[config.mk]
export PLATFORM = sky130hd
export DESIGN_NAME = max_pool_engine
export DESIGN_NICKNAME = d
export VERILOG_FILES = /design/src/design/pool_pkg.sv /design/src/design/max_pool_engine.sv
export SDC_FILE = /design/constraint.sdc
export NUM_CORES = 1
export LEC_CHECK = 0
export ABC_AREA = 1
export BUFFER_PORTS_ARGS = -buffer_cell sky130_fd_sc_hd__buf_2
export CORE_ASPECT_RATIO = 0.9
export CORE_MARGIN = 10
export CORE_UTILIZATION = 35
export CTS_CLUSTER_DIAMETER = 80
export DETAILED_ROUTE_END_ITERATION = 6
export PLACE_DENSITY = 0.56
export REMOVE_ABC_BUFFERS = 1
export SLEW_MARGIN = 15
export SYNTH_ARGS = -nofsm -noshare
export SYNTH_HDL_FRONTEND = slang
export SYNTH_SLANG_ARGS = --single-unit
export TNS_END_PERCENT = 100
[constraint.sdc]
create_clock -name clk -period 9.7 [get_ports clk]
set_input_delay 1.94 -clock clk [delete_from_list [all_inputs] [get_ports clk]]
set_output_delay 1.94 -clock clk [all_outputs]
set_load 0.01 [all_outputs]
[src/design/pool_pkg.sv]
package pool_pkg;

	localparam int FM_DEPTH = 1024;
	localparam int FM_AW = $clog2(FM_DEPTH);

	typedef logic signed [7:0] fm_data_t;
	typedef logic [FM_AW-1:0] fm_addr_t;
	typedef logic [5:0] dim_t;
	typedef logic [7:0] chan_t;
	typedef logic [13:0] axil_addr_t;
	typedef logic [31:0] axil_data_t;

	// control registers, byte addresses
	localparam axil_addr_t REG_CTRL = 14'h000;
	localparam axil_addr_t REG_STATUS = 14'h004;
	localparam axil_addr_t REG_ROWS = 14'h008;
	localparam axil_addr_t REG_CHANNELS = 14'h00c;
	localparam axil_addr_t REG_KERNEL = 14'h010;

	// ram windows, one sample per 32-bit word
	localparam axil_addr_t IN_BASE = 14'h1000;
	localparam axil_addr_t OUT_BASE = 14'h2000;
	localparam axil_addr_t WIN_MASK = 14'h0fff;

	localparam logic [1:0] RESP_OKAY = 2'b00;
	localparam logic [1:0] RESP_SLVERR = 2'b10;

	// smallest signed sample, seeds the running max
	localparam fm_data_t FM_MIN = 8'sh80;

	typedef enum logic [1:0] {
		st_idle,
		st_read_window,
		st_write_result,
		st_done
	} pool_state_t;

endpackage

[src/design/max_pool_engine.sv]
module max_pool_engine
	import pool_pkg::*;
(
	input  logic     clk,
	input  logic     rst,
	input  logic     start,
	input  dim_t     num_row,
	input  chan_t    num_channel,
	input  logic     pool_8x8,
	output logic     busy,
	output logic     done,
	output fm_addr_t in_addr,
	output logic     in_rd,
	input  fm_data_t in_rdata,
	output fm_addr_t out_addr,
	output logic     out_wr,
	output fm_data_t out_wdata
);

	pool_state_t state;
	pool_state_t next_state;

	// shape captured at start
	dim_t rows;
	chan_t chans;
	logic big;

	chan_t ch;
	dim_t oy;
	dim_t ox;
	logic [6:0] pos;
	fm_data_t run_max;

	logic [6:0] last_pos;
	dim_t wins;
	dim_t wy;
	dim_t wx;
	dim_t row_y;
	dim_t col_x;
	logic [11:0] plane;
	logic [19:0] addr_full;
	logic last_col;
	logic last_row;
	logic last_chan;
	logic window_end;

	// k*k reads plus one cycle for the last sample to return
	assign last_pos = big ? 7'd64 : 7'd4;
	assign window_end = (pos == last_pos);
	assign wins = big ? (rows >> 3) : (rows >> 1);

	// position inside the window
	assign wy = big ? dim_t'(pos[5:3]) : dim_t'(pos[1]);
	assign wx = big ? dim_t'(pos[2:0]) : dim_t'(pos[0]);
	assign row_y = big ? ({oy[2:0], 3'b000} | wy) : ({oy[4:0], 1'b0} | wy);
	assign col_x = big ? ({ox[2:0], 3'b000} | wx) : ({ox[4:0], 1'b0} | wx);

	// c*R*R + y*R + x
	assign plane = 12'(rows) * 12'(rows);
	assign addr_full = 20'(ch) * 20'(plane) + 20'(row_y) * 20'(rows) + 20'(col_x);
	assign in_addr = fm_addr_t'(addr_full);

	assign last_col = (ox == wins - dim_t'(1));
	assign last_row = (oy == wins - dim_t'(1));
	assign last_chan = (ch == chans - chan_t'(1));

	assign busy = (state == st_read_window) || (state == st_write_result);
	assign done = (state == st_done);
	assign in_rd = (state == st_read_window) && !window_end;
	assign out_wr = (state == st_write_result);
	assign out_wdata = run_max;

	always_comb begin
		next_state = state;
		case (state)
			st_idle, st_done: begin
				if (start) begin
					next_state = st_read_window;
				end
			end
			st_read_window: begin
				if (window_end) begin
					next_state = st_write_result;
				end
			end
			st_write_result: begin
				if (last_col && last_row && last_chan) begin
					next_state = st_done;
				end else begin
					next_state = st_read_window;
				end
			end
			default: next_state = st_idle;
		endcase
	end

	always_ff @(posedge clk or negedge rst) begin
		if (!rst) begin
			state <= st_idle;
		end else begin
			state <= next_state;
		end
	end

	always_ff @(posedge clk or negedge rst) begin
		if (!rst) begin
			rows <= '0;
			chans <= '0;
			big <= 1'b0;
			ch <= '0;
			oy <= '0;
			ox <= '0;
			pos <= '0;
			out_addr <= '0;
		end else if ((state == st_idle || state == st_done) && start) begin
			rows <= num_row;
			chans <= num_channel;
			big <= pool_8x8;
			ch <= '0;
			oy <= '0;
			ox <= '0;
			pos <= '0;
			out_addr <= '0;
		end else if (state == st_read_window) begin
			pos <= window_end ? 7'd0 : pos + 7'd1;
		end else if (state == st_write_result) begin
			// outputs are produced in address order
			out_addr <= out_addr + fm_addr_t'(1);
			if (!last_col) begin
				ox <= ox + dim_t'(1);
			end else begin
				ox <= '0;
				if (!last_row) begin
					oy <= oy + dim_t'(1);
				end else begin
					oy <= '0;
					ch <= ch + chan_t'(1);
				end
			end
		end
	end

	// sample for pos p arrives at pos p+1
	always_ff @(posedge clk) begin
		if (state == st_read_window) begin
			if (pos == 7'd0) begin
				run_max <= FM_MIN;
			end else if (in_rdata > run_max) begin
				run_max <= in_rdata;
			end
		end
	end

endmodule

## Yosys cells after proc, flatten, opt, wreduce, memory -nomap -nowiden

Index checks and enable logic that the tools add are counted.

| operators by class | value |
|---|---|
| $add $sub $neg | 9 |
| multiply operators | 3 |
| order comparisons | 1 |
| equal/unequal tests | 10 |
| multiplexer cells | 31 |
| bitwise gates (word level) | 4 |
| reductions and logical operators | 20 |

Operator list:

| cell | count |
|---|---|
| 2-to-1 mux 6 bit | 11 |
| 2-to-1 mux 8 bit | 6 |
| 2-to-1 mux 10 bit | 3 |
| 2-to-1 mux 7 bit | 4 |
| OR 6 x 3 -> 6 bit | 4 |
| adder 6 x 1 -> 6 bit (second input constant) | 2 |
| == test 6 bit | 2 |
| multiplier 6 x 6 -> 12 bit | 1 |
| multiplier 8 x 12 -> 10 bit | 1 |
| adder 10 x 1 -> 10 bit (second input constant) | 1 |
| adder 10 bit | 1 |
| adder 10 x 6 -> 10 bit | 1 |
| multiplier 6 x 6 -> 10 bit | 1 |
| nonzero test 2 bit | 5 |
| adder 8 x 1 -> 8 bit (second input constant) | 1 |
| == test 8 bit | 1 |
| greater-than comparator 8 bit | 1 |
| subtractor 8 x 1 -> 8 bit (second input constant) | 1 |
| adder 7 x 1 -> 7 bit (second input constant) | 1 |
| == test 7 bit | 1 |
| logical NOT 7 bit | 1 |
| 2-to-1 mux 2 bit | 3 |
| 2-to-1 mux 3 bit | 2 |
| one-hot mux 2 bit (3 select lines) | 1 |
| other kinds (14) | 22 |

| word-level totals | value |
|---|---|
| register bits | 62 |
| input port bits | 26 |
| output and inout bits | 32 |
| logic and storage cells | 88 |

## Longest topological paths before layout

| logic depth | value |
|---|---|
| depth in word-level cells | 8 |
| gate-level depth with buffers | 38 |

## Least setup slack after synthesis

Ideal clock, no wire load.

| timing | value |
|---|---|
| kind | register -> output |
| start | reg rows[3] |
| end | out in_addr[9] |
| arrival time | 6926 ps |
| setup slack | 834 ps |
| cell stages (with the launch flop) | 30 |
| buffers on the path | 1 |
| path through | dfrtp_1 > clkbuf_1 > nand2_1 > fa_1 > inv_1 > ha_1 > a21oi_1 > fa_1 > inv_1 > ha_1 > nand3b_1 > nand2_1 > nor2_1 > fa_1 > inv_1 > fa_1 > fa_1 > fa_1 > fa_1 > inv_1 > fa_1 > ha_1 > a21oi_1 > o21a_1 > o31ai_1 > inv_1 > nand3_1 > nand2_1 > nand2_1 > nand2_1 |

| on the way | value |
|---|---|
| longest elaborated chain between the ends | 4 |

RTL lines:

| element | line | RTL |
|---|---|---|
| start: declaration | max_pool_engine.sv:24 | `dim_t rows;` |
| start signal: assignment | max_pool_engine.sv:116 | `rows <= num_row;` |
| multiplier 6 x 6 -> 12 bit | max_pool_engine.sv:59 | `assign plane = 12'(rows) * 12'(rows);` |
| multiplier 8 x 12 -> 10 bit | max_pool_engine.sv:60 | `assign addr_full = 20'(ch) * 20'(plane) + 20'(row_y) * 20'(rows) + 20'(col_x);` |
| adder 10 bit * | max_pool_engine.sv:60 |  |
| adder 10 x 6 -> 10 bit * | max_pool_engine.sv:60 |  |
| end: declaration | max_pool_engine.sv:12 | `output fm_addr_t in_addr,` |

Mark *: on every way between the ends. The rest lies on a longest branch, timed or not.

## Final worst setup path

| timing | value |
|---|---|
| start | reg rows[2] |
| end | out in_addr[9] |

Same word-level chain as after synthesis.

==> out/qor.yml <==
setup_path:
  path_common_cell: "fa_1"
  worst-r2r-cell-count: 10
  cp.arrival_ps: 7410
  cp_slowest_cell: "fa_1"
  cp.required_ps: 7760
  critPathCaptureType: "output port"
  crit_family: "adder cells"
  crit_path_max_fanout: 10
  reg2reg_setup_slack_ps: 6500
  r2r-end: "ox[5]$_DFFE_PN0P_"
  critPathLaunchType: "flop"
  max_stage_delay_ps: 540
  crit_start: "rows[2]$_DFFE_PN0P_"
  path_class: "flop to output port"
  critical_path_buf_inv_count: 6
  worstReg2RegStart: "state[0]$_DFFE_PN0P_"
die:
  rows: 50
  num_io_pins: 58
  core_um2: 20800
  die-area_um2: 27400
  die_y_um: 158
  die_x_um: 173
  initial_core_util: 0.356
route:
  vias_per_cell: 4.59
  vias: 6207
  final_antenna_net_count: 0
  dr_wl_met2_um: 8430
  routed_wl_um: 19000
  dr.max_layer_used: "met4"
  drt_pre_antenna_iters: 5
  drt_iter0_drc: 385
  wl_met1_um: 9540
  drc: 0
  met3_wirelength_um: 877
  routedWlPerCell_um: 14.1
hold_path:
  hold-path-endpoint: "chans[7]$_DFFE_PN0P_"
  hp-class: "flop to flop"
  min_from: "chans[7]$_DFFE_PN0P_"
  min_path_cells: 2
clock_network:
  cts_inserted_buffers: 9
  cts.htree.levels: 3
  clock_path_buffers: 2
  clkLatencyLatePin_ps: 330
  clockRootBuffer: "clkbuf_16"
  clkSlewWorstSetupHoldPaths_ps: 50
  cts_num_sinks: 62
  ctsHoldBuffers: 0
  cts_tree: "done"
synth:
  synth_cells: 1007
  avgSynthCellArea_um2: 7.36
  seq_area_frac_synth: 0.215
  ys_top_cells_by_area: "dfrtp_1, fa_1, nand2_1"
  ys_ff_latch: 62
  netlist_area_um2: 7410
  ys.flop_type: "dfrtp_1"
  synth-edff-count: 8
  synth_cell_types: 47
  async_flop_share: 0.871
  yosys.area.top_type: "dfrtp_1"
  ys_warn_count: 0
  yosysTopAreaCellShare: 0.182
layout:
  num_antenna_cells: 0
  most-common-layout-cells: "nand2_1, inv_1, nor2_1, ha_1, buf_2"
  area_growth_pct: 12.8
  final_cell_area_um2: 8360
  drive_above_1_share: 0.114
  final_common_cell: "nand2_1"
  final_core_util: 0.401
  nNetsFinal: 1216
grt:
  grt_pass1_wl_um: 31200
  grt_pass1_vias: 5931
  grt_max_degree: 55
  grt_usage: 0.141
  grt_antenna_before_repair: 0
  grt.overflow.total: 0
power_and_ir_drop:
  power.static_leakage_uw: 0.00462
  peakVddDrop_v: 0.0000745
  powerDensity_nw_per_um2: 77.4
timing:
  relSlewSlack: 0.348
  setup_violations: 0
  fin_crit_sh: 0.964
  max_freq_mhz: 107
  min_period_ps: 9350
  slew_viol_final: 0
  tightest_slew_ps: 979
  finalHoldViolations: 0
  skew_ps: 5.23
placed_design:
  dpl-instance-area_um2: 7970
  port_buffers: 57
  dp_hpwl_um: 15400
  gp_congestion: 0.872
status:
  status: "completed"
flow_run:
  cap_violations: 0
==> worst register-to-register path: cells and delay by family, from the launching register on <==
kind	cells	cell delay [ps]
compound gates	1	230
xor+xnor	1	170
fa+ha+maj	1	320
buf+inv	3	1230
flops	1	420
simple gates	4	720
==> registers in the layout (all words and copies together), names as in the netlist <==
name,flops
big,1
pos,7
state,2
chans,8
oy,6
rows,6
ch,8
out_wdata,8
out_addr,10
ox,6
==> synthesized netlist by cell type (5+ instances only) <==
master	n
inv_1	224
fa_1	55
nand3_1	48
buf_2	9
a21oi_1	18
o22ai_1	5
xnor2_1	14
o21ai_0	40
nor2_1	76
nor3_1	15
clkbuf_1	10
nand2_2	5
o21ai_1	7
nand3b_1	7
dfrtp_1	54
xor2_1	30
nand4_1	11
edfxtp_1	8
ha_1	73
nand2_1	254
==> per-layer routing <==
metal  track usage  vias up
li1              -     3192
met1         0.197     2893
met2         0.219      108
met3        0.0314       14
met4        0.0238        0
met5             0        -
==> what timing repair did <==
action | 4_1_cts | 5_1_grt
pin swaps | 0 | 1
endpoints found under the setup margin | 1 | 1
gates resized for setup | 1 | 12
buffers inserted | 0 | 6
==> power breakdown <==
part	switching [µW]	internal, µW	total (µW)
sequential	4.51	275	280
combinational	32.7	20.5	53.2
clock	118	196	314
total	155	492	647
==> area by class of cell <==
type,count,area [µm²]
sequential,62,1600
multi-input combinational,692,4890
clock inverter,2,15.0
timing repair buffer,67,360
clock buffer,14,275
tap,286,358
inverter,230,867
fill,2213,12500
==> how the worst max path moves through the flow <==
| stage | to | slack (ps) | cells past startpoint |
|---|---|---|---|
| floorplan | in_addr[9] | 920 | 28 |
| global placement | in_addr[9] | 390 | 28 |
| detailed placement | in_addr[9] | 260 | 28 |
| CTS | in_addr[9] | 2 | 28 |
| global route | in_addr[9] | -20 | 32 |
| finish | in_addr[9] | 350 | 28 |
==> metrics by stage <==
| step | hold WS, ps | TNS [ps] | setup slack (ps) | std cells | total power [µW] |
|---|---|---|---|---|---|
| floorplan | 468 | 0 | 925 | 984 | 312 |
| global placement | 505 | 0 | 388 | 1331 | 338 |
| detailed placement | 512 | 0 | 260 | 1331 | 338 |
| CTS | 527 | 0 | 1.62 | 1347 | 656 |
| global route | 541 | -20.4 | -20.4 | 1353 | 676 |
| finish | 522 | 0 | 345 | 1353 | 647 |
==> kinds of logic (layout without fill, tap and decap cells) <==
logic type / count (synthesis) / in the layout / share of synthesized area
DFF: 62 / 62 / 0.215
and+or+nand+nor: 434 / 434 / 0.259
buffers and inverters: 253 / 313 / 0.133
AOI/OAI and AO/OA: 85 / 85 / 0.0665
adders and majority gates: 128 / 128 / 0.272
xor gates and xnor gates: 45 / 45 / 0.0550
No activity file was read; power rests on OpenSTA's default activity.
