File: config.mk
export PLATFORM = sky130hd
export DESIGN_NAME = pool_host_port
export DESIGN_NICKNAME = d
export VERILOG_FILES = /design/src/design/pool_pkg.sv /design/src/design/pool_host_port.sv
export SDC_FILE = /design/constraint.sdc
export NUM_CORES = 1
export LEC_CHECK = 0
export ABC_AREA = 1
export BUFFER_PORTS_ARGS = -buffer_cell sky130_fd_sc_hd__buf_2
export CELL_PAD_IN_SITES_DETAIL_PLACEMENT = 1
export CELL_PAD_IN_SITES_GLOBAL_PLACEMENT = 1
export CORE_MARGIN = 10
export CORE_UTILIZATION = 25
export DETAILED_ROUTE_END_ITERATION = 16
export PLACE_DENSITY = 0.92
export SLEW_MARGIN = 20
export SYNTH_ARGS = -nofsm -noshare
export SYNTH_HDL_FRONTEND = slang
export SYNTH_SLANG_ARGS = --single-unit
File: constraint.sdc
create_clock -name clk -period 1.8 [get_ports clk]
set_input_delay 0.36 -clock clk [delete_from_list [all_inputs] [get_ports clk]]
set_output_delay 0.36 -clock clk [all_outputs]
set_load 0.02 [all_outputs]
File: src/design/pool_pkg.sv
package pool_pkg;

	localparam int FM_DEPTH = 1024;
	localparam int FM_AW = $clog2(FM_DEPTH);

	typedef logic signed [7:0] fm_data_t;
	typedef logic [FM_AW-1:0] fm_addr_t;
	typedef logic [5:0] dim_t;
	typedef logic [7:0] chan_t;
	typedef logic [13:0] axil_addr_t;
	typedef logic [31:0] axil_data_t;

	// control registers, byte addresses
	localparam axil_addr_t REG_CTRL = 14'h000;
	localparam axil_addr_t REG_STATUS = 14'h004;
	localparam axil_addr_t REG_ROWS = 14'h008;
	localparam axil_addr_t REG_CHANNELS = 14'h00c;
	localparam axil_addr_t REG_KERNEL = 14'h010;

	// ram windows, one sample per 32-bit word
	localparam axil_addr_t IN_BASE = 14'h1000;
	localparam axil_addr_t OUT_BASE = 14'h2000;
	localparam axil_addr_t WIN_MASK = 14'h0fff;

	localparam logic [1:0] RESP_OKAY = 2'b00;
	localparam logic [1:0] RESP_SLVERR = 2'b10;

	// smallest signed sample, seeds the running max
	localparam fm_data_t FM_MIN = 8'sh80;

	typedef enum logic [1:0] {
		st_idle,
		st_read_window,
		st_write_result,
		st_done
	} pool_state_t;

endpackage

File: src/design/pool_host_port.sv
module pool_host_port
	import pool_pkg::*;
(
	input  logic       clk,
	input  logic       rst,
	input  axil_addr_t awaddr,
	input  logic       awvalid,
	output logic       awready,
	input  axil_data_t wdata,
	input  logic [3:0] wstrb,
	input  logic       wvalid,
	output logic       wready,
	output logic [1:0] bresp,
	output logic       bvalid,
	input  logic       bready,
	input  axil_addr_t araddr,
	input  logic       arvalid,
	output logic       arready,
	output axil_data_t rdata,
	output logic [1:0] rresp,
	output logic       rvalid,
	input  logic       rready,
	output logic       start,
	output dim_t       num_row,
	output chan_t      num_channel,
	output logic       pool_8x8,
	input  logic       busy,
	input  logic       done,
	input  fm_addr_t   eng_in_addr,
	input  logic       eng_in_rd,
	input  fm_addr_t   eng_out_addr,
	input  logic       eng_out_wr,
	input  fm_data_t   eng_out_wdata,
	output logic       in_ram_en,
	output logic       in_ram_we,
	output fm_addr_t   in_ram_addr,
	output fm_data_t   in_ram_wdata,
	input  fm_data_t   in_ram_rdata,
	output logic       out_ram_en,
	output logic       out_ram_we,
	output fm_addr_t   out_ram_addr,
	output fm_data_t   out_ram_wdata,
	input  fm_data_t   out_ram_rdata
);

	logic port_free;
	logic wr_accept;
	logic rd_accept;
	logic rd_pend;
	logic rd_out;
	logic aw_in;
	logic aw_out;
	logic ar_in;
	logic ar_out;
	logic ar_reg;
	logic host_in_en;
	logic host_in_we;
	logic host_out_en;
	fm_addr_t host_addr;
	fm_data_t ram_word;

	// one transaction at a time, writes win a tie
	assign port_free = !bvalid && !rvalid && !rd_pend;
	assign wr_accept = awvalid && wvalid && port_free;
	assign rd_accept = arvalid && port_free && !wr_accept;
	assign awready = wr_accept;
	assign wready = wr_accept;
	assign arready = rd_accept;

	assign aw_in = (awaddr & ~WIN_MASK) == IN_BASE;
	assign aw_out = (awaddr & ~WIN_MASK) == OUT_BASE;
	assign ar_in = (araddr & ~WIN_MASK) == IN_BASE;
	assign ar_out = (araddr & ~WIN_MASK) == OUT_BASE;
	assign ar_reg = araddr inside {REG_CTRL, REG_STATUS, REG_ROWS, REG_CHANNELS, REG_KERNEL};

	// host ram access happens in the accept cycle only
	assign host_addr = wr_accept ? fm_addr_t'(awaddr >> 2) : fm_addr_t'(araddr >> 2);
	assign host_in_we = wr_accept && aw_in && wstrb[0];
	assign host_in_en = host_in_we || (rd_accept && ar_in);
	assign host_out_en = rd_accept && ar_out;

	// engine owns both rams while busy
	assign in_ram_en = busy ? eng_in_rd : host_in_en;
	assign in_ram_we = busy ? 1'b0 : host_in_we;
	assign in_ram_addr = busy ? eng_in_addr : host_addr;
	assign in_ram_wdata = fm_data_t'(wdata[7:0]);
	assign out_ram_en = busy ? eng_out_wr : host_out_en;
	assign out_ram_we = busy ? eng_out_wr : 1'b0;
	assign out_ram_addr = busy ? eng_out_addr : host_addr;
	assign out_ram_wdata = eng_out_wdata;

	assign ram_word = rd_out ? out_ram_rdata : in_ram_rdata;

	always_ff @(posedge clk or negedge rst) begin
		if (!rst) begin
			bvalid <= 1'b0;
			bresp <= RESP_OKAY;
			start <= 1'b0;
			num_row <= '0;
			num_channel <= '0;
			pool_8x8 <= 1'b0;
		end else begin
			start <= 1'b0;
			if (bvalid && bready) begin
				bvalid <= 1'b0;
			end
			if (wr_accept) begin
				bvalid <= 1'b1;
				bresp <= RESP_OKAY;
				if (aw_in) begin
					if (busy) begin
						bresp <= RESP_SLVERR;
					end
				end else if (aw_out) begin
					bresp <= RESP_SLVERR;
				end else begin
					case (awaddr)
						// start while busy is dropped silently
						REG_CTRL: start <= wstrb[0] && wdata[0] && !busy;
						REG_ROWS: if (wstrb[0]) num_row <= dim_t'(wdata);
						REG_CHANNELS: if (wstrb[0]) num_channel <= chan_t'(wdata);
						REG_KERNEL: if (wstrb[0]) pool_8x8 <= wdata[0];
						default: bresp <= RESP_SLVERR;
					endcase
				end
			end
		end
	end

	always_ff @(posedge clk or negedge rst) begin
		if (!rst) begin
			rvalid <= 1'b0;
			rresp <= RESP_OKAY;
			rd_pend <= 1'b0;
			rd_out <= 1'b0;
		end else begin
			rd_pend <= 1'b0;
			if (rvalid && rready) begin
				rvalid <= 1'b0;
			end
			// ram data lands one cycle after the accept
			if (rd_pend) begin
				rvalid <= 1'b1;
				rresp <= RESP_OKAY;
			end
			if (rd_accept) begin
				if (ar_in || ar_out) begin
					if (busy) begin
						rvalid <= 1'b1;
						rresp <= RESP_SLVERR;
					end else begin
						rd_pend <= 1'b1;
						rd_out <= ar_out;
					end
				end else begin
					rvalid <= 1'b1;
					rresp <= ar_reg ? RESP_OKAY : RESP_SLVERR;
				end
			end
		end
	end

	always_ff @(posedge clk) begin
		if (rd_pend) begin
			rdata <= {{24{ram_word[7]}}, ram_word};
		end else if (rd_accept) begin
			case (araddr)
				REG_STATUS: rdata <= {30'b0, done, busy};
				REG_ROWS: rdata <= axil_data_t'(num_row);
				REG_CHANNELS: rdata <= axil_data_t'(num_channel);
				REG_KERNEL: rdata <= axil_data_t'(pool_8x8);
				default: rdata <= '0;
			endcase
		end
	end

endmodule

* Word level (Yosys, flattened, before mapping)
Cells that the tools add are included.
** Storage, ports and cells
- Flip-flop bits (word level) :: 56
- Input bits :: 119
- Output and inout port bits :: 97
- Word-level logic and storage cells :: 90
** Cells by class
- Eq/ne operators :: 11
- Multiplexer cells :: 34
- Bitwise gates (word level) :: 3
- Reductions and logical operators :: 31
** Operator list (number)
- 32-bit 2-to-1 mux :: 2
- 14-bit by 4-bit == test with 1-bit output, second input constant :: 4
- 8-bit one-hot mux with 4 select lines :: 1
- 10-bit 2-to-1 mux :: 3
- 14-bit by 5-bit == test with 1-bit output, second input constant :: 2
- 14-bit logical NOT :: 2
- 1-bit 2-to-1 mux :: 18
- 2-bit 2-to-1 mux :: 9
- 5-bit AND reduction :: 3
- 14-bit by 3-bit == test with 1-bit output, second input constant :: 1
- 1-bit logical AND :: 14
- 8-bit 2-to-1 mux :: 1
- 1-bit logical NOT :: 5
- 5-bit nonzero test :: 1
- 2-bit by 1-bit == test with 1-bit output, second input constant :: 2
- 2-bit == test, second input constant :: 2
- 2-bit nonzero test :: 2
- 4-bit OR reduction :: 1
- 1-bit NOT :: 3
- 3-bit AND reduction :: 1
- 1-bit logical OR :: 2

* Longest topological paths before layout
Gate-level depths: netlist of run 1.
- Depth after elaboration :: 9
- Gate-level depth with buffers :: 9
- Gate-level depth less buffers :: 9

* Worst setup path before layout of run 1
Ideal clock, no wire load.
- Path kind :: register -> output
- From :: reg rvalid
- To :: out in_ram_addr[0]
- Arrival time :: 1.484 ns
- Data required time :: 1.440 ns
- Slack :: -0.044 ns
- Cell stages (with the launch flop) :: 7
- Buffers on the path :: 1
- Cells stage by stage :: dfrtp_1 inv_1 nand3_2 nor2_4 clkbuf_1 o21ai_0 nand2_1
** Between the ends
- Longest elaborated chain between the ends :: 6
** Ends and longest elaborated chain
- start: declaration :: RTL line pool_host_port.sv:21 : output logic rvalid,
- start signal: assignment :: RTL line pool_host_port.sv:132 : rvalid <= 1'b0;
- start signal: assignment :: RTL line pool_host_port.sv:139 : rvalid <= 1'b0;
- start signal: assignment :: RTL line pool_host_port.sv:143 : rvalid <= 1'b1;
- 1-bit logical NOT :: RTL line pool_host_port.sv:63 : assign port_free = !bvalid && !rvalid && !rd_pend;
- 1-bit logical AND (2 in a row) :: RTL line pool_host_port.sv:63
- 1-bit logical AND :: RTL line pool_host_port.sv:64 : assign wr_accept = awvalid && wvalid && port_free;
- via awready :: RTL line pool_host_port.sv:8 : output logic awready,
- 10-bit 2-to-1 mux :: RTL line pool_host_port.sv:77 : assign host_addr = wr_accept ? fm_addr_t'(awaddr >> 2) : fm_addr_t'(araddr >> 2);
- 10-bit 2-to-1 mux :: RTL line pool_host_port.sv:85 : assign in_ram_addr = busy ? eng_in_addr : host_addr;
- end: declaration :: RTL line pool_host_port.sv:36 : output fm_addr_t in_ram_addr,
The timed path passes the listed nets, and every way through them passes these cells.

* Final worst setup path of run 1
- From :: reg bvalid
- To :: out in_ram_en
** Between the ends
- Longest elaborated chain between the ends :: 9
- Elaborated cells on any way between the ends :: 12
- Classes of those cells :: 1 x mux; 11 x reduce/logical
** Ends and longest elaborated chain
- start: declaration :: RTL line pool_host_port.sv:14 : output logic bvalid,
- start signal: assignment :: RTL line pool_host_port.sv:96 : bvalid <= 1'b0;
- start signal: assignment :: RTL line pool_host_port.sv:105 : bvalid <= 1'b0;
- start signal: assignment :: RTL line pool_host_port.sv:108 : bvalid <= 1'b1;
- 1-bit logical NOT * :: RTL line pool_host_port.sv:63
- 1-bit logical AND * (2 in a row) :: RTL line pool_host_port.sv:63
- 1-bit logical AND :: RTL line pool_host_port.sv:64
- 1-bit logical NOT :: RTL line pool_host_port.sv:65 : assign rd_accept = arvalid && port_free && !wr_accept;
- 1-bit logical AND :: RTL line pool_host_port.sv:65
- 1-bit logical AND :: RTL line pool_host_port.sv:79 : assign host_in_en = host_in_we || (rd_accept && ar_in);
- 1-bit logical OR * :: RTL line pool_host_port.sv:79
- 1-bit 2-to-1 mux * :: RTL line pool_host_port.sv:83 : assign in_ram_en = busy ? eng_in_rd : host_in_en;
- end: declaration :: RTL line pool_host_port.sv:34 : output logic in_ram_en,
Mark *: on every way between the ends. The rest lies on a longest branch, timed or not.

==> results.txt, run 1 <==
The flow ran to the end, but the final reports show violations. The checks that failed: negative setup slack. The max-slew violation count was 0. The first global-routing pass estimated 17.4 mm of wire. The maximum ir drop on the vdd rail is 0.000420 V, and the Yosys warning count is 0. The worst path uses 112% of the clock period.

After global routing the overflow that remains totals 0. The data arrival time of the worst path came out at 1.65 ns. Once layout is complete, the cells apart from fillers number 655. Actual transition at the worst max-transition pin: 0.795 ns. Summed over all failing endpoints, the final setup total negative slack is -5.56 ns. Data on the critical path is required at its endpoint by 1.44 ns. The netlist uses 26 different library cells. Synthesis inferred 32 register bits.

The number of endpoints with negative hold slack in the final report was 0. In this run the mean area of a mapped cell was 6.97 µm². STA classifies the critical path endpoint as an output port. The number of global-route vias before repair is 3,208. Per-cell routed wire length: 18.5 µm. Between clock sinks in the finished design, the worst skew comes to 0.0123 ns.

After detailed routing, the number of remaining DRC violations is 0. Total power for the finished layout comes to 2860 µW. Summed over all instances, the cell type with the most area after synthesis is dfrtp_1.

At the end of routability-driven placement, the weighted congestion stood at 0.841. After the first detailed-routing iteration, the DRC count stood at 148. Once placement completed, the tool counted placed cells totaling 630.

Of the cells placed in the final design, the portion with a size suffix greater than 1 is 52.6%. The run gives 38 as the final count of negative-setup-slack endpoints. The category of the worst setup path launch point is a flop.

After clock tree synthesis, the flow added hold-fix buffers numbering 0. The number of vias per cell after detailed routing was 4.55; the vertical die dimension was 121 µm. After clock tree synthesis, the clock-pin slew on the worst setup and hold paths is 0.07 ns. Synthesis produced a netlist with a net count of 492. The area of the core region was 9860 µm². The final layout contains 643 nets.

The first detailed-routing pass ran for 4 iterations. After detailed routing, the total wire length is 12.1 mm. The CTS H-tree depth is 2. The path type of the worst setup path is reg -> out.

The placement-stage cell area is 3330 µm², and the largest net degree at the start of global routing is 25. After technology mapping, the gate count stands at 367. Setup repair after global routing could not meet its margin everywhere. In this run the remaining antenna-violating nets after routing total 0. Minimum clock period: 2.01 ns. The clock tree root buffer cell was clkbuf_8. In this run the power density over the cells is 690 nW/µm². Derived from the worst setup path, the maximum achievable clock frequency is 497 MHz. For the number of buffers inserted during clock tree synthesis, the log shows 5. The initialized floorplan defines 36 standard-cell rows. The worst pin sits at a relative slew slack of 46.6%.

The detailed router placed 2,981 vias in this run. Clock latency reported for the late side of the worst-skew pair: 0.28 ns. The setup slack after layout was -0.212 ns. The synthesized design devotes to its leading area cell type 22.5% of total area. The post-route cell area is 4140 µm², and the I/O pin total is 216.

The die is 121 µm wide. Summing every instance area after synthesis gives 2560 µm². The path category of the worst min-delay check was in -> async. The CTS sink count is 32, and the floorplan die area is 14,700 µm². The clock passes through at most 2 buffers. For this design the static power due to leakage is 0.00216 µW. For this configuration, the core starts out at a cell density of 25.9%. TritonCTS built the clock tree.

Count of max-cap constraint violations: 0. The count of buffers added on input and output ports is 171. In the global route stage, overall resource usage came out at 14.8%. Sequential elements use 33.1% of the synthesized area. The number of antenna violations at the first check in global routing came out at 3. Ranked by total cell area, the synthesized netlist is headed by dfrtp_1, nand2_1, buf_4. From synthesis to final layout, the design area changed by 61.9%. Detailed placement ended at an HPWL of 9.21 mm.

Of all nets on the critical path, the largest fanout is 5.
report_power, final:
| part | leakage, µW | total [µW] | internal, µW | switching, µW |
|---|---|---|---|---|
| registers | 0.000399 | 895 | 828 | 66.8 |
| logic | 0.00170 | 1250 | 502 | 750 |
| clock network | 0.0000589 | 710 | 446 | 264 |
registers in the layout, indices dropped and copies added, names as in the netlist, 2 cells and up:
name         flops
rdata            9
num_row          6
rresp            2
num_channel      8
cells by family after synthesis:
kind of cell	count (synthesis)	synth area share, %
other cells	1	0.147
buf+inv	91	19.9
fa+ha+maj	6	2.94
flops	32	33.1
compound gates	58	13.9
simple gates	179	30.1
repair_timing:
action / CTS / global route
pin swaps: 17 / 18
resized for setup: 83 / 63
buffers inserted: 8 / 2
endpoints found under the hold margin: 0 / 0
endpoints found under the setup margin: 23 / 41
cloned: 3 / 2
synthesized netlist by cell type:
library cell and count:
nand3_2 2, inv_2 2, nor2_1 38, a21oi_1 10, nand3b_1 1, edfxtp_1 9, nand2_2 1, clkbuf_1 7
nand2_1 98, nor4_2 1, buf_4 42, a22oi_1 1, a31o_2 1, nor2_4 2, dfrtp_1 23, nor3_1 4
inv_1 37, o21ai_2 14, nand4_1 7, ha_1 6, conb_1 1, buf_6 1, buf_2 2, o21ai_0 30
o211ai_1 2, nand3_1 25
per-layer routing:
metal	vias up	wire length [µm]	global-route usage, %
li1	1445	-	-
met1	1437	4450	15.8
met5	-	0	0
met4	0	278	5.05
met3	18	569	3.07
met2	81	6850	28.1
critical path: stages (launching register included):
cell and delay [ns]:
dfrtp_1 0.39, inv_2 0.08, nand3_4 0.08, nor2_4 0.10, buf_12 0.15, nand3_1 0.13, o211ai_1 0.25, buf_4 0.19
area by class of cell:
class	count	area, µm²
clock buffer	6	82.6
tap	133	166
fill	1249	5730
multi-input combinational	244	1490
sequential	32	846
inverter	39	151
timing repair buffer	196	1360
antenna	3	7.51
clock inverter	2	33.8
cell usage in the layout (no fill, tap or decap), types with 3 or more instances in the layout:
cell      synthesis  routed
buf_16            0       3
a21oi_2           0       5
a21oi_1          10       3
buf_4            42      14
o21ai_0          30      19
nand3_4           0       3
nor2_4            2       5
buf_6             1      26
nand3_1          25      22
inv_2             2       4
nand2_2           1       9
o21ai_4           0       5
buf_12            0       5
diode_2           0       3
dfrtp_1          23      23
nand2_4           0      12
o21ai_2          14      19
buf_2             2     145
nand2_1          98      78
ha_1              6       6
inv_1            37      34
nor3_1            4       4
clkbuf_8          0       6
edfxtp_1          9       9
nor2_1           38      34
nand4_1           7       7
worst paths after layout:
kind | start | endpoint | slack [ns] | cells past startpoint
worst max-delay path | bvalid$_DFFE_PN0P_ | in_ram_en | -0.21 | 7
worst min-delay path | rst | pool_8x8$_DFFE_PN0P_ | 0.06 | 1
worst max register to register | bvalid$_DFFE_PN0P_ | num_channel[7]$_DFFE_PN0P_ | -0.15 | 13
worst min register to register | bresp[1]$_DFFE_PN0P_ | bresp[1]$_DFFE_PN0P_ | 0.49 | 2
max in group asynchronous | rst | num_row[0]$_DFFE_PN0P_ | 1.36 | 1
min in group clk | bready | bvalid$_DFFE_PN0P_ | 0.26 | 2
through the flow:
step	utilization, %	setup WS, ns	hold slack [ns]
floorplan	-	0.00453	0.0644
global placement	33.7	0.0824	0.371
detailed placement	33.7	0.00746	0.374
CTS	38.9	-0.213	0.0679
global route	42.0	-0.299	0.0852
finish	42.0	-0.212	0.0625
(Power assumes the default switching activity.)
==> run 2, diff against run 1 <==
REMOVE_ABC_BUFFERS = 1   (was not set)
==> run 2 against run 1 <==
The flow still finishes with violations (negative setup slack). First-iteration DRC count increased by 22%. Combinational power decreased by 4%. Routed wire length increased by 2.0%. Sequential cell count unchanged. Final cell count increased by 0.15%. Cell area decreased by 4.8%. Clock power decreased by 18%. Register-to-register slack improved by 0.08 ns. Global-route usage increased by 0.36 points. Critical endpoint is now out_ram_addr[8].
==> results.txt, run 2 (synthesis results as in run 1) <==
Summing over every cut layer, the via total after detailed routing is 3,074. The floorplan step set the die height to 121 µm. Clock latency on the worst-skew pair, taken at its later pin, is 0.28 ns.

Number of global-route vias before repair: 3,343. The largest registers in the layout are rdata x9, num_channel x8, num_row x6. The worst path buffer plus inverter count is 4. The per-cell routed wire length came out at 18.9 µm. Signal routing reaches up to met5.

The tightest hold margin was 0.0660 ns; the x dimension of the die was 121 µm. The tree is rooted in a clkbuf_8. The routed design could run at a clock period as short as 2.02 ns.

The design draws 2670 µW. In the final routing, the length of wire on met1 measures 4.29 mm. The tools report the start of the worst register-to-register path as bvalid$_DFFE_PN0P_. STA puts the critical path data arrival time at 1.66 ns. Compared with the post-synthesis result, the final layout area differs by 54.1%. rdata holds more flip-flops than any other register.

The tools report the largest net degree at the start of global routing as 25. The clock-pin transition on the worst setup and hold timing paths was 0.07 ns. For the worst slew margin relative to its limit, the log shows 57.2%. The detailed route wirelength on metal2 is 6.86 mm.

Across the VDD grid, the largest voltage drop is 0.000352 V. The tools report the area of the core region as 9860 µm². Of all nets on the critical path, the largest fanout is 3. The post-route cell area came out at 3940 µm².

Detailed placement finished with a half-perimeter wire length of 9.34 mm. The critical path's top delay family was simple AND/OR/NAND/NOR gates. The placed instances occupy a cell area of 3370 µm². The critical path goes through inv_2 -> nand3_4 -> nor2_4 -> buf_6 -> inv_6 -> nor2_4 -> nor2_1 -> o21ai_1 -> nand2_1 -> buf_6. Among all stages on the critical path, the largest delay is contributed by dfrtp_1. The flow ran to the end, but the final reports show violations. The final cell utilization of the core was 39.9%; the routed wire length was 12.4 mm.

The worst register-to-register path ends at num_channel[6]$_DFFE_PN0P_. Setup repair after global routing could not meet its margin everywhere. Max-cap violations in this run came to 0. Actual transition at the worst max-transition pin: 0.636 ns. The leakage power is 0.00211 µW. The final worst clock skew came out at 0.00314 ns. The clock passes through at most 2 buffers.

For the placement row count, the log shows 36. The ratio of cells with drive above 1 in the final layout was 51.2%; the flip-flop count of the largest register after layout was 9. For this block, the initial DRC count from the detailed router was 181.

For this run, the slowest stage of the critical path takes 0.39 ns. The run gives 0 as the number of nets with antenna violations after routing. At the end of the flow, the number of nets in the layout was 644. The met3 wire length was 807 µm; the total track usage was 15.2%. The final count of negative-setup-slack endpoints is 40. The count of buffers added on input and output ports is 171. Clock tree synthesis found a total of 32 sinks. STA classifies the critical path startpoint as a flop.

The final reports fail on negative setup slack. The final weighted congestion of routability-driven global placement is 0.831. TritonCTS created 5 clock buffers. Setup slack on the worst reg-to-reg path comes out at -0.07 ns. The logs give 0 for the number of endpoints with negative hold slack in the final report and 25.9% for the initial standard-cell utilization of the core.

The achievable clock frequency is 494 MHz. Dividing the detail-routed via count by the number of cells gives 4.69. The cell area power density was 678 nW/µm²; the total overflow reported by the global router was 0.

The tools report the number of antenna violations at the first check in global routing as 3. Endpoint kind of the worst setup timing path: an output port. In the routed design, unresolved DRC markers number 0. The tools report the setup slack after layout as -0.225 ns. The path category of the worst min-delay check is in -> async.

For this run, the detailed router's first-pass iteration total came to 4. The top cell types in the final layout, fill and taps aside, are buf_2, nand2_1, nor2_1, inv_1, buf_6. Adding up every negative setup slack in the final design gives -4.12 ns.

Path type of the worst setup path: reg -> out. The H-tree generated during clock tree synthesis spans 2 levels. For the worst flop-to-flop path, the logic depth is 12.

In the final layout, flip-flops and latches occupy 846 µm². TritonCTS built the clock tree. After layout, the worst path uses 112% of the clock period. Data on the critical path is required at its endpoint by 1.44 ns. The first global-routing pass estimated 17.7 mm of wire. Summing all multi-input logic gate instances after layout gives 1400 µm². Most common library cell in the layout ignoring fill and taps: buf_2. Counting the fill cells in the layout gives 1,251.

For the floorplan die area, the log shows 14,700 µm². The max-slew violation count is 0, and the I/O pin total is 216.
-- run 2: cell types whose count changed in the layout (fill, tap and decap cells not counted), sizes merged --
| cell | before | now |
|---|---|---|
| buf | 195 | 197 |
| bufinv | 1 | 0 |
| clkbuf | 7 | 6 |
| clkinv | 1 | 2 |
-- run 2: layout make-up --
type | count | area share, %
multi-input combinational | 244 | 35.5
inverter | 39 | 3.84
clock buffer | 6 | 2.10
antenna | 3 | 0.191
clock inverter | 2 | 0.254
sequential | 32 | 21.5
tap | 133 | 4.22
timing repair buffer | 197 | 32.4
-- run 2: stage by stage --
| stage | cells | setup WS, ns |
|---|---|---|
| 6_report | 656 | -0.225 |
| 5_1_grt | 655 | -0.328 |
| 4_1_cts | 649 | -0.259 |
| 3_5_place_dp | 634 | 0.0405 |
| 3_3_place_gp | 634 | 0.0870 |
| 2_1_floorplan | 315 | -1.77 |
-- run 2: worst max-delay path by stage --
stage                                  from                     end  slack (ns)  cells after the start
finish                   bvalid$_DFFE_PN0P_         out_ram_addr[8]       -0.22                     10
global route             bvalid$_DFFE_PN0P_          in_ram_addr[7]       -0.33                     10
CTS                       rd_pend$_DFF_PN0_         out_ram_addr[8]       -0.26                     10
detailed placement                  awvalid         out_ram_addr[8]        0.04                      9
global placement                 awaddr[12]  num_row[2]$_DFFE_PN0P_        0.09                      9
floorplan           rdata[30]$_SDFFCE_PN0P_               rdata[10]       -1.77                      0
-- run 2: routing by layer --
metal | vias to the layer above | track usage (%)
li1 | 1443 | -
met1 | 1482 | 14.6
met2 | 118 | 29.0
met3 | 29 | 4.65
met4 | 2 | 6.64
met5 | - | 0
-- run 2: report_power, final --
part / total (µW) / internal [µW] / switching, µW
clock network: 579 / 305 / 274
logic: 1200 / 458 / 739
registers: 894 / 828 / 65.8
total: 2670 / 1590 / 1080
-- run 2: worst register-to-register path: stages (launching register included) --
cell and delay (ns):
dfrtp_1 0.39, inv_2 0.08, nand3_4 0.08, nor2_4 0.15, buf_6 0.16, buf_12 0.13
buf_6 0.10, nand2_4 0.04, nor2_4 0.16, nand3_2 0.12, buf_12 0.21, nand2_2 0.08
o21ai_2 0.06
-- run 2: repair_timing --
action                     4_1_cts  5_1_grt
setup buffers                    7        3
pin swaps                       21       19
resized for setup               87       38
hold buffers                     0        0
cloned                           0        1
setup endpoints to repair       23       40
